--- src/common/lcd_macros.svh ---
`ifndef LCD_MACROS_SVH
`define LCD_MACROS_SVH

// Panel geometry in pixels.
`define LCD_H_RES 16
`define LCD_V_RES 8

// Command and parameter words ahead of the pixel stream.
`define LCD_INIT_LEN 13
`define LCD_FRAME_WORDS (`LCD_INIT_LEN + `LCD_H_RES * `LCD_V_RES)

// Write strobe timing in pclk cycles.
`define LCD_WR_LOW 2
`define LCD_WR_HIGH 1

// Panel reset pulse length in pclk cycles.
`define LCD_RESET_WAIT 20

`endif

--- src/common/lcd_pkg.sv ---
`default_nettype none

package lcd_pkg;

    typedef enum logic [1:0] {
        REF_IDLE,
        REF_ADDR,
        REF_DATA
    } lcd_refresh_state_e;

    typedef enum logic [2:0] {
        PANEL_RESET,
        WAIT_FRAME,
        FETCH,
        WRITE,
        FRAME_END
    } lcd_ctrl_state_e;

    typedef enum logic [1:0] {
        WR_IDLE,
        WR_SETUP,
        WR_STROBE,
        WR_HOLD
    } lcd_writer_state_e;

    // Panel command set, sent with rs low.
    typedef enum logic [15:0] {
        SLPOUT = 16'h0011,
        COLMOD = 16'h003A,
        MADCTL = 16'h0036,
        CASET  = 16'h002A,
        RASET  = 16'h002B,
        DISPON = 16'h0029,
        RAMWR  = 16'h002C
    } lcd_cmd_e;

    typedef enum logic [1:0] {
        BG_SOLID,
        BG_BARS,
        BG_CHECKER,
        BG_GRADIENT
    } lcd_bg_e;

endpackage

`default_nettype wire

--- src/hw/lcd_refresh.sv ---
`default_nettype none
`timescale 1ns/1ps
`include "lcd_macros.svh"

module lcd_refresh
    import lcd_pkg::*;
(
    input  logic        pclk,
    input  logic        rst_n,
    input  logic        enable,
    input  lcd_bg_e     bg_sel,
    input  logic [15:0] word_data,
    input  logic        word_rs,
    output logic [15:0] addr,
    output lcd_bg_e     frame_bg,
    output logic [15:0] refresh_data,
    output logic        refresh_rs,
    output logic        data_ok,
    output logic        refresh_ok
);

    lcd_refresh_state_e state;
    logic               last_word;

    assign last_word = (addr == 16'(`LCD_FRAME_WORDS - 1));

    always_ff @(posedge pclk) begin
        if (!rst_n) begin
            state      <= REF_IDLE;
            addr       <= '0;
            frame_bg   <= BG_SOLID;
            data_ok    <= 1'b0;
            refresh_ok <= 1'b0;
        end else begin
            case (state)
                REF_IDLE: begin
                    if (enable) begin
                        state <= REF_ADDR;
                        if (addr == '0) begin
                            frame_bg <= bg_sel; // Held for the whole frame.
                        end
                    end
                end
                REF_ADDR: begin
                    state      <= REF_DATA;
                    data_ok    <= 1'b1;
                    refresh_ok <= last_word;
                end
                REF_DATA: begin
                    state      <= REF_IDLE;
                    data_ok    <= 1'b0;
                    refresh_ok <= 1'b0;
                    if (refresh_ok) begin
                        addr <= '0; // Wrap for the next frame.
                    end else begin
                        addr <= addr + 16'd1;
                    end
                end
                default: begin
                    state <= REF_IDLE;
                end
            endcase
        end
    end

    // Source word is valid in ADDR, one cycle after the address settled.
    always_ff @(posedge pclk) begin
        if (state == REF_ADDR) begin
            refresh_data <= word_data;
            refresh_rs   <= word_rs;
        end
    end

    a_data_ok_single: assert property (@(posedge pclk) disable iff (!rst_n)
        data_ok |=> !data_ok);

    a_refresh_ok_with_data: assert property (@(posedge pclk) disable iff (!rst_n)
        refresh_ok |-> data_ok);

endmodule

`default_nettype wire

--- src/hw/lcd_frame_source.sv ---
`default_nettype none
`timescale 1ns/1ps
`include "lcd_macros.svh"

module lcd_frame_source
    import lcd_pkg::*;
(
    input  logic        pclk,
    input  logic        rst_n,
    input  logic [15:0] addr,
    input  lcd_bg_e     frame_bg,
    output logic [15:0] word_data,
    output logic        word_rs
);

    logic [15:0] init_word;
    logic        init_rs;
    logic [15:0] pix;
    logic [15:0] x;
    logic [15:0] y;
    logic [15:0] pixel_word;

    always_comb begin
        init_rs = 1'b1;
        case (addr)
            16'd0:   begin init_word = SLPOUT; init_rs = 1'b0; end
            16'd1:   begin init_word = COLMOD; init_rs = 1'b0; end
            16'd2:   init_word = 16'h0055; // RGB565.
            16'd3:   begin init_word = MADCTL; init_rs = 1'b0; end
            16'd4:   init_word = 16'h0000;
            16'd5:   begin init_word = CASET; init_rs = 1'b0; end
            16'd6:   init_word = 16'h0000;
            16'd7:   init_word = 16'(`LCD_H_RES - 1);
            16'd8:   begin init_word = RASET; init_rs = 1'b0; end
            16'd9:   init_word = 16'h0000;
            16'd10:  init_word = 16'(`LCD_V_RES - 1);
            16'd11:  begin init_word = DISPON; init_rs = 1'b0; end
            default: begin init_word = RAMWR; init_rs = 1'b0; end
        endcase
    end

    assign pix = addr - 16'(`LCD_INIT_LEN);
    assign x   = pix % 16'(`LCD_H_RES);
    assign y   = pix / 16'(`LCD_H_RES);

    always_comb begin
        case (frame_bg)
            BG_SOLID:   pixel_word = 16'h001F;
            BG_BARS:    pixel_word = x[2] ? 16'hF800 : 16'h07E0;
            BG_CHECKER: pixel_word = (x[1] ^ y[1]) ? 16'hFFFF : 16'h0000;
            default:    pixel_word = x * 16'h0841; // Grey ramp across the row.
        endcase
    end

    always_ff @(posedge pclk) begin
        if (!rst_n) begin
            word_data <= '0;
            word_rs   <= 1'b0;
        end else if (addr < 16'(`LCD_INIT_LEN)) begin
            word_data <= init_word;
            word_rs   <= init_rs;
        end else begin
            word_data <= pixel_word;
            word_rs   <= 1'b1;
        end
    end

endmodule

`default_nettype wire

--- src/lcd_ctrl/lcd_ctrl.sv ---
`default_nettype none
`timescale 1ns/1ps
`include "lcd_macros.svh"

module lcd_ctrl
    import lcd_pkg::*;
(
    input  logic        pclk,
    input  logic        rst_n,
    input  logic        frame_req,
    input  logic [15:0] refresh_data,
    input  logic        refresh_rs,
    input  logic        data_ok,
    input  logic        refresh_ok,
    input  logic        wr_done,
    output logic        enable,
    output logic        wr_start,
    output logic [15:0] wr_data,
    output logic        wr_rs,
    output logic        lcd_rst_n,
    output logic        frame_done
);

    localparam int RST_CNT_W = $clog2(`LCD_RESET_WAIT + 1);

    lcd_ctrl_state_e        state;
    logic [RST_CNT_W-1:0]   rst_cnt;
    logic                   last_word;

    assign enable     = (state == FETCH);
    assign lcd_rst_n  = (state != PANEL_RESET);
    assign frame_done = (state == FRAME_END);

    always_ff @(posedge pclk) begin
        if (!rst_n) begin
            state     <= PANEL_RESET;
            rst_cnt   <= '0;
            wr_start  <= 1'b0;
            last_word <= 1'b0;
        end else begin
            wr_start <= 1'b0;
            case (state)
                PANEL_RESET: begin
                    if (rst_cnt == RST_CNT_W'(`LCD_RESET_WAIT - 1)) begin
                        state <= WAIT_FRAME;
                    end else begin
                        rst_cnt <= rst_cnt + 1'b1;
                    end
                end
                WAIT_FRAME: begin
                    if (frame_req) begin
                        state <= FETCH;
                    end
                end
                FETCH: begin
                    if (data_ok) begin
                        state     <= WRITE; // Drops enable before the next IDLE.
                        wr_start  <= 1'b1;
                        last_word <= refresh_ok;
                    end
                end
                WRITE: begin
                    if (wr_done) begin
                        state <= last_word ? FRAME_END : FETCH;
                    end
                end
                FRAME_END: begin
                    state <= WAIT_FRAME;
                end
                default: begin
                    state <= WAIT_FRAME;
                end
            endcase
        end
    end

    always_ff @(posedge pclk) begin
        if (state == FETCH && data_ok) begin
            wr_data <= refresh_data;
            wr_rs   <= refresh_rs;
        end
    end

    // No fetch is requested while the writer holds a word.
    a_no_fetch_in_write: assert property (@(posedge pclk) disable iff (!rst_n)
        data_ok |=> !enable && state == WRITE);

    a_no_word_in_write: assert property (@(posedge pclk) disable iff (!rst_n)
        (state == WRITE) |-> !data_ok);

endmodule

`default_nettype wire

--- src/lcd_ctrl/lcd_bus_writer.sv ---
`default_nettype none
`timescale 1ns/1ps
`include "lcd_macros.svh"

module lcd_bus_writer
    import lcd_pkg::*;
(
    input  logic        pclk,
    input  logic        rst_n,
    input  logic        wr_start,
    input  logic [15:0] wr_data,
    input  logic        wr_rs,
    output logic        wr_done,
    output logic        lcd_cs_n,
    output logic        lcd_wr_n,
    output logic        lcd_rs,
    output logic [15:0] lcd_data
);

    lcd_writer_state_e state;
    logic [3:0]        cnt;

    assign lcd_cs_n = (state == WR_IDLE);
    assign lcd_wr_n = (state != WR_STROBE);
    assign wr_done  = (state == WR_HOLD) && (cnt == 4'(`LCD_WR_HIGH - 1));

    always_ff @(posedge pclk) begin
        if (!rst_n) begin
            state    <= WR_IDLE;
            cnt      <= '0;
            lcd_rs   <= 1'b0;
            lcd_data <= '0;
        end else begin
            case (state)
                WR_IDLE: begin
                    if (wr_start) begin
                        state    <= WR_SETUP;
                        lcd_rs   <= wr_rs;
                        lcd_data <= wr_data;
                    end
                end
                WR_SETUP: begin
                    state <= WR_STROBE;
                    cnt   <= '0;
                end
                WR_STROBE: begin
                    if (cnt == 4'(`LCD_WR_LOW - 1)) begin
                        state <= WR_HOLD; // Panel latches on this rising edge.
                        cnt   <= '0;
                    end else begin
                        cnt <= cnt + 4'd1;
                    end
                end
                WR_HOLD: begin
                    if (cnt == 4'(`LCD_WR_HIGH - 1)) begin
                        state <= WR_IDLE;
                        cnt   <= '0;
                    end else begin
                        cnt <= cnt + 4'd1;
                    end
                end
                default: begin
                    state <= WR_IDLE;
                end
            endcase
        end
    end

    a_strobe_in_select: assert property (@(posedge pclk) disable iff (!rst_n)
        !lcd_wr_n |-> !lcd_cs_n && $past(!lcd_cs_n));

    a_strobe_width: assert property (@(posedge pclk) disable iff (!rst_n)
        $fell(lcd_wr_n) |-> !lcd_wr_n [*`LCD_WR_LOW] ##1 lcd_wr_n);

endmodule

`default_nettype wire

--- src/hw/lcd_top.sv ---
`default_nettype none
`timescale 1ns/1ps

module lcd_top
    import lcd_pkg::*;
(
    input  logic        pclk,
    input  logic        rst_n,
    input  logic        frame_req,
    input  lcd_bg_e     bg_sel,
    output logic        lcd_rst_n,
    output logic        lcd_cs_n,
    output logic        lcd_wr_n,
    output logic        lcd_rs,
    output logic [15:0] lcd_data,
    output logic        frame_done
);

    logic [15:0] addr;
    lcd_bg_e     frame_bg;
    logic [15:0] word_data;
    logic        word_rs;
    logic [15:0] refresh_data;
    logic        refresh_rs;
    logic        data_ok;
    logic        refresh_ok;
    logic        enable;
    logic        wr_start;
    logic [15:0] wr_data;
    logic        wr_rs;
    logic        wr_done;

    lcd_refresh u_refresh (
        .pclk         (pclk),
        .rst_n        (rst_n),
        .enable       (enable),
        .bg_sel       (bg_sel),
        .word_data    (word_data),
        .word_rs      (word_rs),
        .addr         (addr),
        .frame_bg     (frame_bg),
        .refresh_data (refresh_data),
        .refresh_rs   (refresh_rs),
        .data_ok      (data_ok),
        .refresh_ok   (refresh_ok)
    );

    lcd_frame_source u_frame_source (
        .pclk      (pclk),
        .rst_n     (rst_n),
        .addr      (addr),
        .frame_bg  (frame_bg),
        .word_data (word_data),
        .word_rs   (word_rs)
    );

    lcd_ctrl u_ctrl (
        .pclk         (pclk),
        .rst_n        (rst_n),
        .frame_req    (frame_req),
        .refresh_data (refresh_data),
        .refresh_rs   (refresh_rs),
        .data_ok      (data_ok),
        .refresh_ok   (refresh_ok),
        .wr_done      (wr_done),
        .enable       (enable),
        .wr_start     (wr_start),
        .wr_data      (wr_data),
        .wr_rs        (wr_rs),
        .lcd_rst_n    (lcd_rst_n),
        .frame_done   (frame_done)
    );

    lcd_bus_writer u_bus_writer (
        .pclk     (pclk),
        .rst_n    (rst_n),
        .wr_start (wr_start),
        .wr_data  (wr_data),
        .wr_rs    (wr_rs),
        .wr_done  (wr_done),
        .lcd_cs_n (lcd_cs_n),
        .lcd_wr_n (lcd_wr_n),
        .lcd_rs   (lcd_rs),
        .lcd_data (lcd_data)
    );

endmodule

`default_nettype wire

--- config.mk ---
export PLATFORM = sky130hd
export DESIGN_NAME = lcd_top
export DESIGN_NICKNAME = d
export VERILOG_FILES = /design/src/common/lcd_pkg.sv /design/src/hw/lcd_refresh.sv /design/src/hw/lcd_frame_source.sv /design/src/lcd_ctrl/lcd_ctrl.sv /design/src/lcd_ctrl/lcd_bus_writer.sv /design/src/hw/lcd_top.sv
export VERILOG_INCLUDE_DIRS = /design/src /design/src/common
export SDC_FILE = /design/constraint.sdc
export NUM_CORES = 1
export LEC_CHECK = 0
export BUFFER_PORTS_ARGS = -buffer_cell sky130_fd_sc_hd__buf_2
export CORE_UTILIZATION = 61
export CTS_BUF_LIST = sky130_fd_sc_hd__clkbuf_4
export DETAILED_ROUTE_END_ITERATION = 7
export PLACE_DENSITY_LB_ADDON = 0.2
export SLEW_MARGIN = 20
export SYNTH_ARGS = -nofsm -noshare
export SYNTH_HDL_FRONTEND = slang
export SYNTH_SLANG_ARGS = --single-unit
--- constraint.sdc ---
create_clock -name pclk -period 2.74 [get_ports pclk]
set_input_delay 0.548 -clock pclk [delete_from_list [all_inputs] [get_ports pclk]]
set_output_delay 0.548 -clock pclk [all_outputs]
set_load 0.005 [all_outputs]
; Word level (Yosys, flattened, before mapping)
; Index checks and enable logic that the tools add are counted.
[totals]
register_bits = 106
elab_cells = 107
[op_classes]
n_addsub = 4
multipliers = 1
magnitude_cmp = 1
eq_ne = 34
n_mux = 26
bitwise_logic = 2
n_reduce_logical = 20
[op_table]
columns = operator, count
row1 = $pmux 7 s10, 1
row2 = $eq 16x3->1 const B, 4
row3 = $eq 16x4->1 const B, 4
row4 = $mux 16, 4
row5 = $pmux 16 s3, 1
row6 = $eq 16x2->1 const B, 2
row7 = $add 16x1->16 const B, 1
row8 = $eq 16x1->1 const B, 1
row9 = $eq 16x8->1 const B, 1
row10 = $logic_not 16->1, 1
row11 = $lt 16x4->1 const B, 1
row12 = $mul 4x12->16 const B, 1
row13 = $mux 3, 5
row14 = $pmux 3 s4, 1
row15 = $pmux 4 s3, 1
row16 = $ne 2x1->1 const B, 5
row17 = $eq 2x2->1 const B, 4
row18 = $mux 2, 4
row19 = $mux 4, 2
row20 = $ne 2x2->1 const B, 4
row21 = $pmux 2 s4, 1
row22 = $reduce_and 2->1, 4
row23 = $eq 2x1->1 const B, 3
row24 = $eq 3x2->1 const B, 2
row25 = other kinds (22), 30

; Logic depth before layout (Yosys ltp)
[depth]
ltp_word = 5
ltp_mapped = 8
depth_no_buf = 6

; Modules after synthesis
; Synthesis repeated with hierarchy kept, for this count alone.
[hier_totals]
hier_cells = 471
hier_area_um2 = 4859.7
[modules_own_cells]
columns = mod, instances, cells_each, area_per_inst_um2, seq_area_each_um2
row1 = lcd_refresh, 1, 137, 1566.5, 950.9
row2 = lcd_frame_source, 1, 137, 1168.6, 340.3
row3 = lcd_bus_writer, 1, 127, 1108.6, 460.4
row4 = lcd_ctrl, 1, 70, 1016.0, 710.7

; Worst setup path after synthesis
; No wires, ideal clock.
[synth_timing]
path_type = reg2reg
start = register u_refresh.addr[0]
end = register u_frame_source.word_data[1]
setup_time_ps = 67
t_arrival_ps = 1929
required_time_ps = 2673
slack_ps = 744
path_stages_with_launch = 8
path_buffers = 1
synth_period_minus_slack_ps = 1996
path_cell_list = dfxtp_1 -> inv_1 -> ha_1 -> clkbuf_2 -> or4b_2 -> o2111ai_1 -> nor3_1 -> o21ai_2
[synth_via]
elab_chain_cells = 5
elab_cells_between_ends = 21
classes_between = add/sub (1) / mul (1) / order compare (1) / eq/ne (11) / mux (4) / bitwise (1) / reduce/logical (2)
[synth_lines]
columns = element, line
row1 = "start, declared", lcd_refresh.sv:14  ; output logic [15:0] addr,
row2 = "start signal, assigned", lcd_refresh.sv:56  ; addr <= addr + 16'd1;
row3 = "parallel branches: the longest is 4 deep, another holds $mul 4x12->16", -
row4 = $mux 16 *, lcd_frame_source.sv:59  ; end else if (addr < 16'(`LCD_INIT_LEN)) begin
row5 = "end signal, assigned", lcd_frame_source.sv:60  ; word_data <= init_word;
row6 = "end signal, assigned", lcd_frame_source.sv:63  ; word_data <= pixel_word;
row7 = "end, declared", lcd_frame_source.sv:12  ; output logic [15:0] word_data,
; Mark *: on every way between the ends.
; A chain may end at the register's enable or synchronous reset.

; Final worst setup path
[layout_timing]
start = register u_refresh.addr[0]
end = register u_frame_source.word_data[6]
; Same word-level chain as after synthesis.

==> flow_metrics.tcl <==
set metrics [dict create \
    clock_sinks 106 \
    slew_violations 0 \
    clock_skew_ps 16.4 \
    portBuffers 25 \
    p_comb_share_pct 7.7 \
    share_seq_of_total_power_pct 63.0 \
    ys_types 63 \
    grt_use_total_pct 21.6 \
    hold_viol 0 \
    synth.area.top_cells "dfxtp_1 31%, edfxtp_1 22%, ha_1 4.9%, nand2_1 4.4%, a21oi_1 3.6%" \
    die_h_um 89.2 \
    synth_area_um2 4640 \
    vdd_ir_drop_max_mv 0.255 \
    slowest_delay_ps 540 \
    core_um2 7290 \
    drtPass1Iterations 4 \
    synth_top_cell_area_share_pct 31.1 \
    power.density_nw_per_um2 553 \
    hp-class "primary input to register" \
    area_growth_syn_to_layout_pct 7.15 \
    period_share_pct 84.8 \
    postSynthCellCount 454 \
    grt_max_degree 24 \
    die_w_um 89.2 \
    clock-root-buffer "clkbuf_4" \
    grt_overflow 0 \
    fin_area_um2 4970 \
    syn_nets 477 \
    status "finished clean" \
    clock_latency_ps 470 \
    cts_tree "built" \
    layout_min_cycle_time_ps 2320 \
    postCtsResizedCells 0 \
    fillers 583 \
    start_util_pct 63.6 \
    cp.required_ps 3140 \
    postCtsSetupRepairBufs 0 \
    dpl.hpwl_um 5560 \
    start_kind "register" \
    finalSetupViolCount 0 \
    p_int_mw 2.02 \
    slowest_stage "ha_1" \
    drt_iter0_drc 118 \
    syn_area_per_cell_um2 10.2 \
    die-area_um2 7960 \
    crit_fanout 15 \
    crit_type "register to register" \
    drcViolationCount 0 \
    max_slew_margin_pct 44.6 \
    p_leak_nw 1.87 \
    vias 3321 \
    wirelength_um 7830 \
    grt_first_pass_wirelength_um 13000 \
    cts_made_buffers 9 \
    p_clk_share_pct 29.3 \
    crit_path_end_kind "register" \
    diodes 0 \
    path_clk_slew_ps 170 \
    holdBufCountCts 0 \
    multi_input_area_um2 2000 \
    swShare_pct 26.6 \
    pin_count 26 \
    p_total_mw 2.75 \
    worstPathCellList "inv_1, ha_1, xor2_1, nor3_1, nand4bb_1, a22oi_2" \
    top_layer "met4" \
    arrival_ps 2720 \
    ys_ff_latch 106 \
    wl_met2_um 3740 \
    placed_cell_area_um2 4810 \
    h-tree-depth 3 \
    met1_length_um 3660 \
    grt_pass1_vias 2979 \
    routed-wl-met3_um 308 \
    antenna_found_initial 0 \
    max_freq_ghz 0.430 \
    max_slew.worst_pin.slew_ps 824 \
    async_flop_share_pct 0 \
    synth.yosys.seq_area_share_pct 53.1 \
    nNetsFinal 492 \
    cap_violations 0 \
    ys_warn_count 0 \
    gp_congestion 0.887 \
    synth_edf_count 34 \
    synth-main-ff-cell "dfxtp_1" \
    p_sw_mw 0.731 \
    seqCellArea_um2 2460 \
    synth_area_leader_cell "dfxtp_1" \
    fin_setup_tns_ps 0 \
    ant_nets 0 \
    drive_gt1_share_pct 13.3 \
    rsz0062_at_grt "false" \
    rows 31 \
    clockBufferDepth 2 \
    via_per_inst 5.80 \
    routedWlPerCell_um 13.7 \
]
## logic make-up after synthesis
group	count (synthesis)	share of synthesized area, %
compound gates	93	13.1
xor+xnor	15	2.83
fa+ha+maj	18	4.85
buf+inv	42	3.80
flops	106	53.1
mux	8	1.73
simple gates	172	20.6
## through the flow
stage                     hold slack [ps]  utilization [%]  worst slack [ps]  std cells
after floorplan                       386                -               744        454
after detailed placement              389             66.0               445        557
final                                 324             68.2               416        573
after global routing                  283             68.2               203        573
after global placement                391             66.0               584        557
after CTS                             301             68.2               414        573
## cell usage after synthesis, types with 2 or more instances
library cell	count
a21boi_0	2
nor3_1	7
ha_1	18
o211ai_1	3
nand3b_1	8
nand2b_1	8
or4b_1	3
buf_2	7
a41o_1	2
nor3b_1	4
o2111ai_1	2
o41ai_1	2
xnor2_1	4
nand4b_1	4
xor2_1	11
nor2b_1	2
and4_1	4
a21oi_1	33
nor2_1	28
edfxtp_1	34
and2_1	3
mux2i_1	8
dfxtp_1	72
o21ai_0	9
nand3_1	15
o211a_1	2
or3_1	4
nand4_1	6
and3_1	5
clkbuf_1	16
a31oi_1	16
nor4_4	2
and2_0	2
o22ai_1	7
a31o_2	2
clkbuf_2	2
nand2_1	54
o31ai_1	2
or4_1	2
inv_1	15
o21ai_2	2
## area by class of cell
cell class / count / share of cell area (%)
Sequential cell: 106 / 49.5
Multi-Input combinational cell: 306 / 40.2
Timing Repair Buffer: 30 / 3.27
Tap cell: 99 / 2.49
Clock inverter: 7 / 1.89
Clock buffer: 9 / 1.36
Inverter: 16 / 1.21
## critical path, delay by kind of cell (launching register included)
| kind | cells | cell delay, ps |
|---|---|---|
| adders and majority gates | 1 | 540 |
| and+or+nand+nor | 2 | 540 |
| DFF | 1 | 530 |
| AOI/OAI and AO/OA | 1 | 290 |
| xor gates and xnor gates | 1 | 210 |
| buffers and inverters | 1 | 150 |
## registers in the layout, indices dropped and copies added (netlist names), 2 cells and up
| signal | count |
|---|---|
| u_ctrl.state | 3 |
| u_ctrl.rst_cnt | 5 |
| u_refresh.addr | 16 |
| u_bus_writer.cnt | 4 |
| u_ctrl.wr_data | 16 |
| u_bus_writer.lcd_data | 16 |
| u_refresh.frame_bg | 2 |
| u_bus_writer.state | 2 |
| u_refresh.refresh_data | 16 |
| u_refresh.state | 2 |
| u_frame_source.word_data | 16 |
## placed cells by master (no fill, tap or decap), types with 9 or more instances in the layout
cell,Yosys,final
nor2_1,28,28
nand2_1,54,54
clkbuf_4,0,9
a31oi_1,16,16
o21ai_0,9,9
a21oi_1,33,33
ha_1,18,18
xor2_1,11,11
inv_1,15,15
edfxtp_1,34,34
dfxtp_1,72,72
nand3_1,15,15
buf_2,7,25
## final timing paths
| path | start | endpoint | slack, ps | cells after the start |
|---|---|---|---|---|
| worst max-delay path | u_refresh.addr[0] | u_frame_source.word_data[6] | 420 | 6 |
| worst min-delay path | bg_sel[0] | u_refresh.frame_bg[0] | 320 | 3 |
| worst max register to register | u_refresh.addr[0] | u_frame_source.word_data[6] | 420 | 6 |
| worst min register to register | u_refresh.refresh_data[6] | u_ctrl.wr_data[6] | 420 | 0 |
## routing by layer
metal,up-vias,GRT usage (%)
li1,1675,-
met1,1567,26.1
met2,68,35.7
met3,11,7.20
met4,0,8.37
met5,-,0
## power by group through the flow
| stage | clock network [mW] | registers [mW] | logic, mW |
|---|---|---|---|
| 2_1_floorplan | 0 | 1.76 | 0.165 |
| 3_3_place_gp | 0 | 1.76 | 0.204 |
| 3_5_place_dp | 0 | 1.77 | 0.212 |
| 4_1_cts | 0.832 | 1.73 | 0.213 |
| 5_1_grt | 0.892 | 1.74 | 0.237 |
| 6_report | 0.805 | 1.73 | 0.212 |
(Power assumes the default switching activity.)
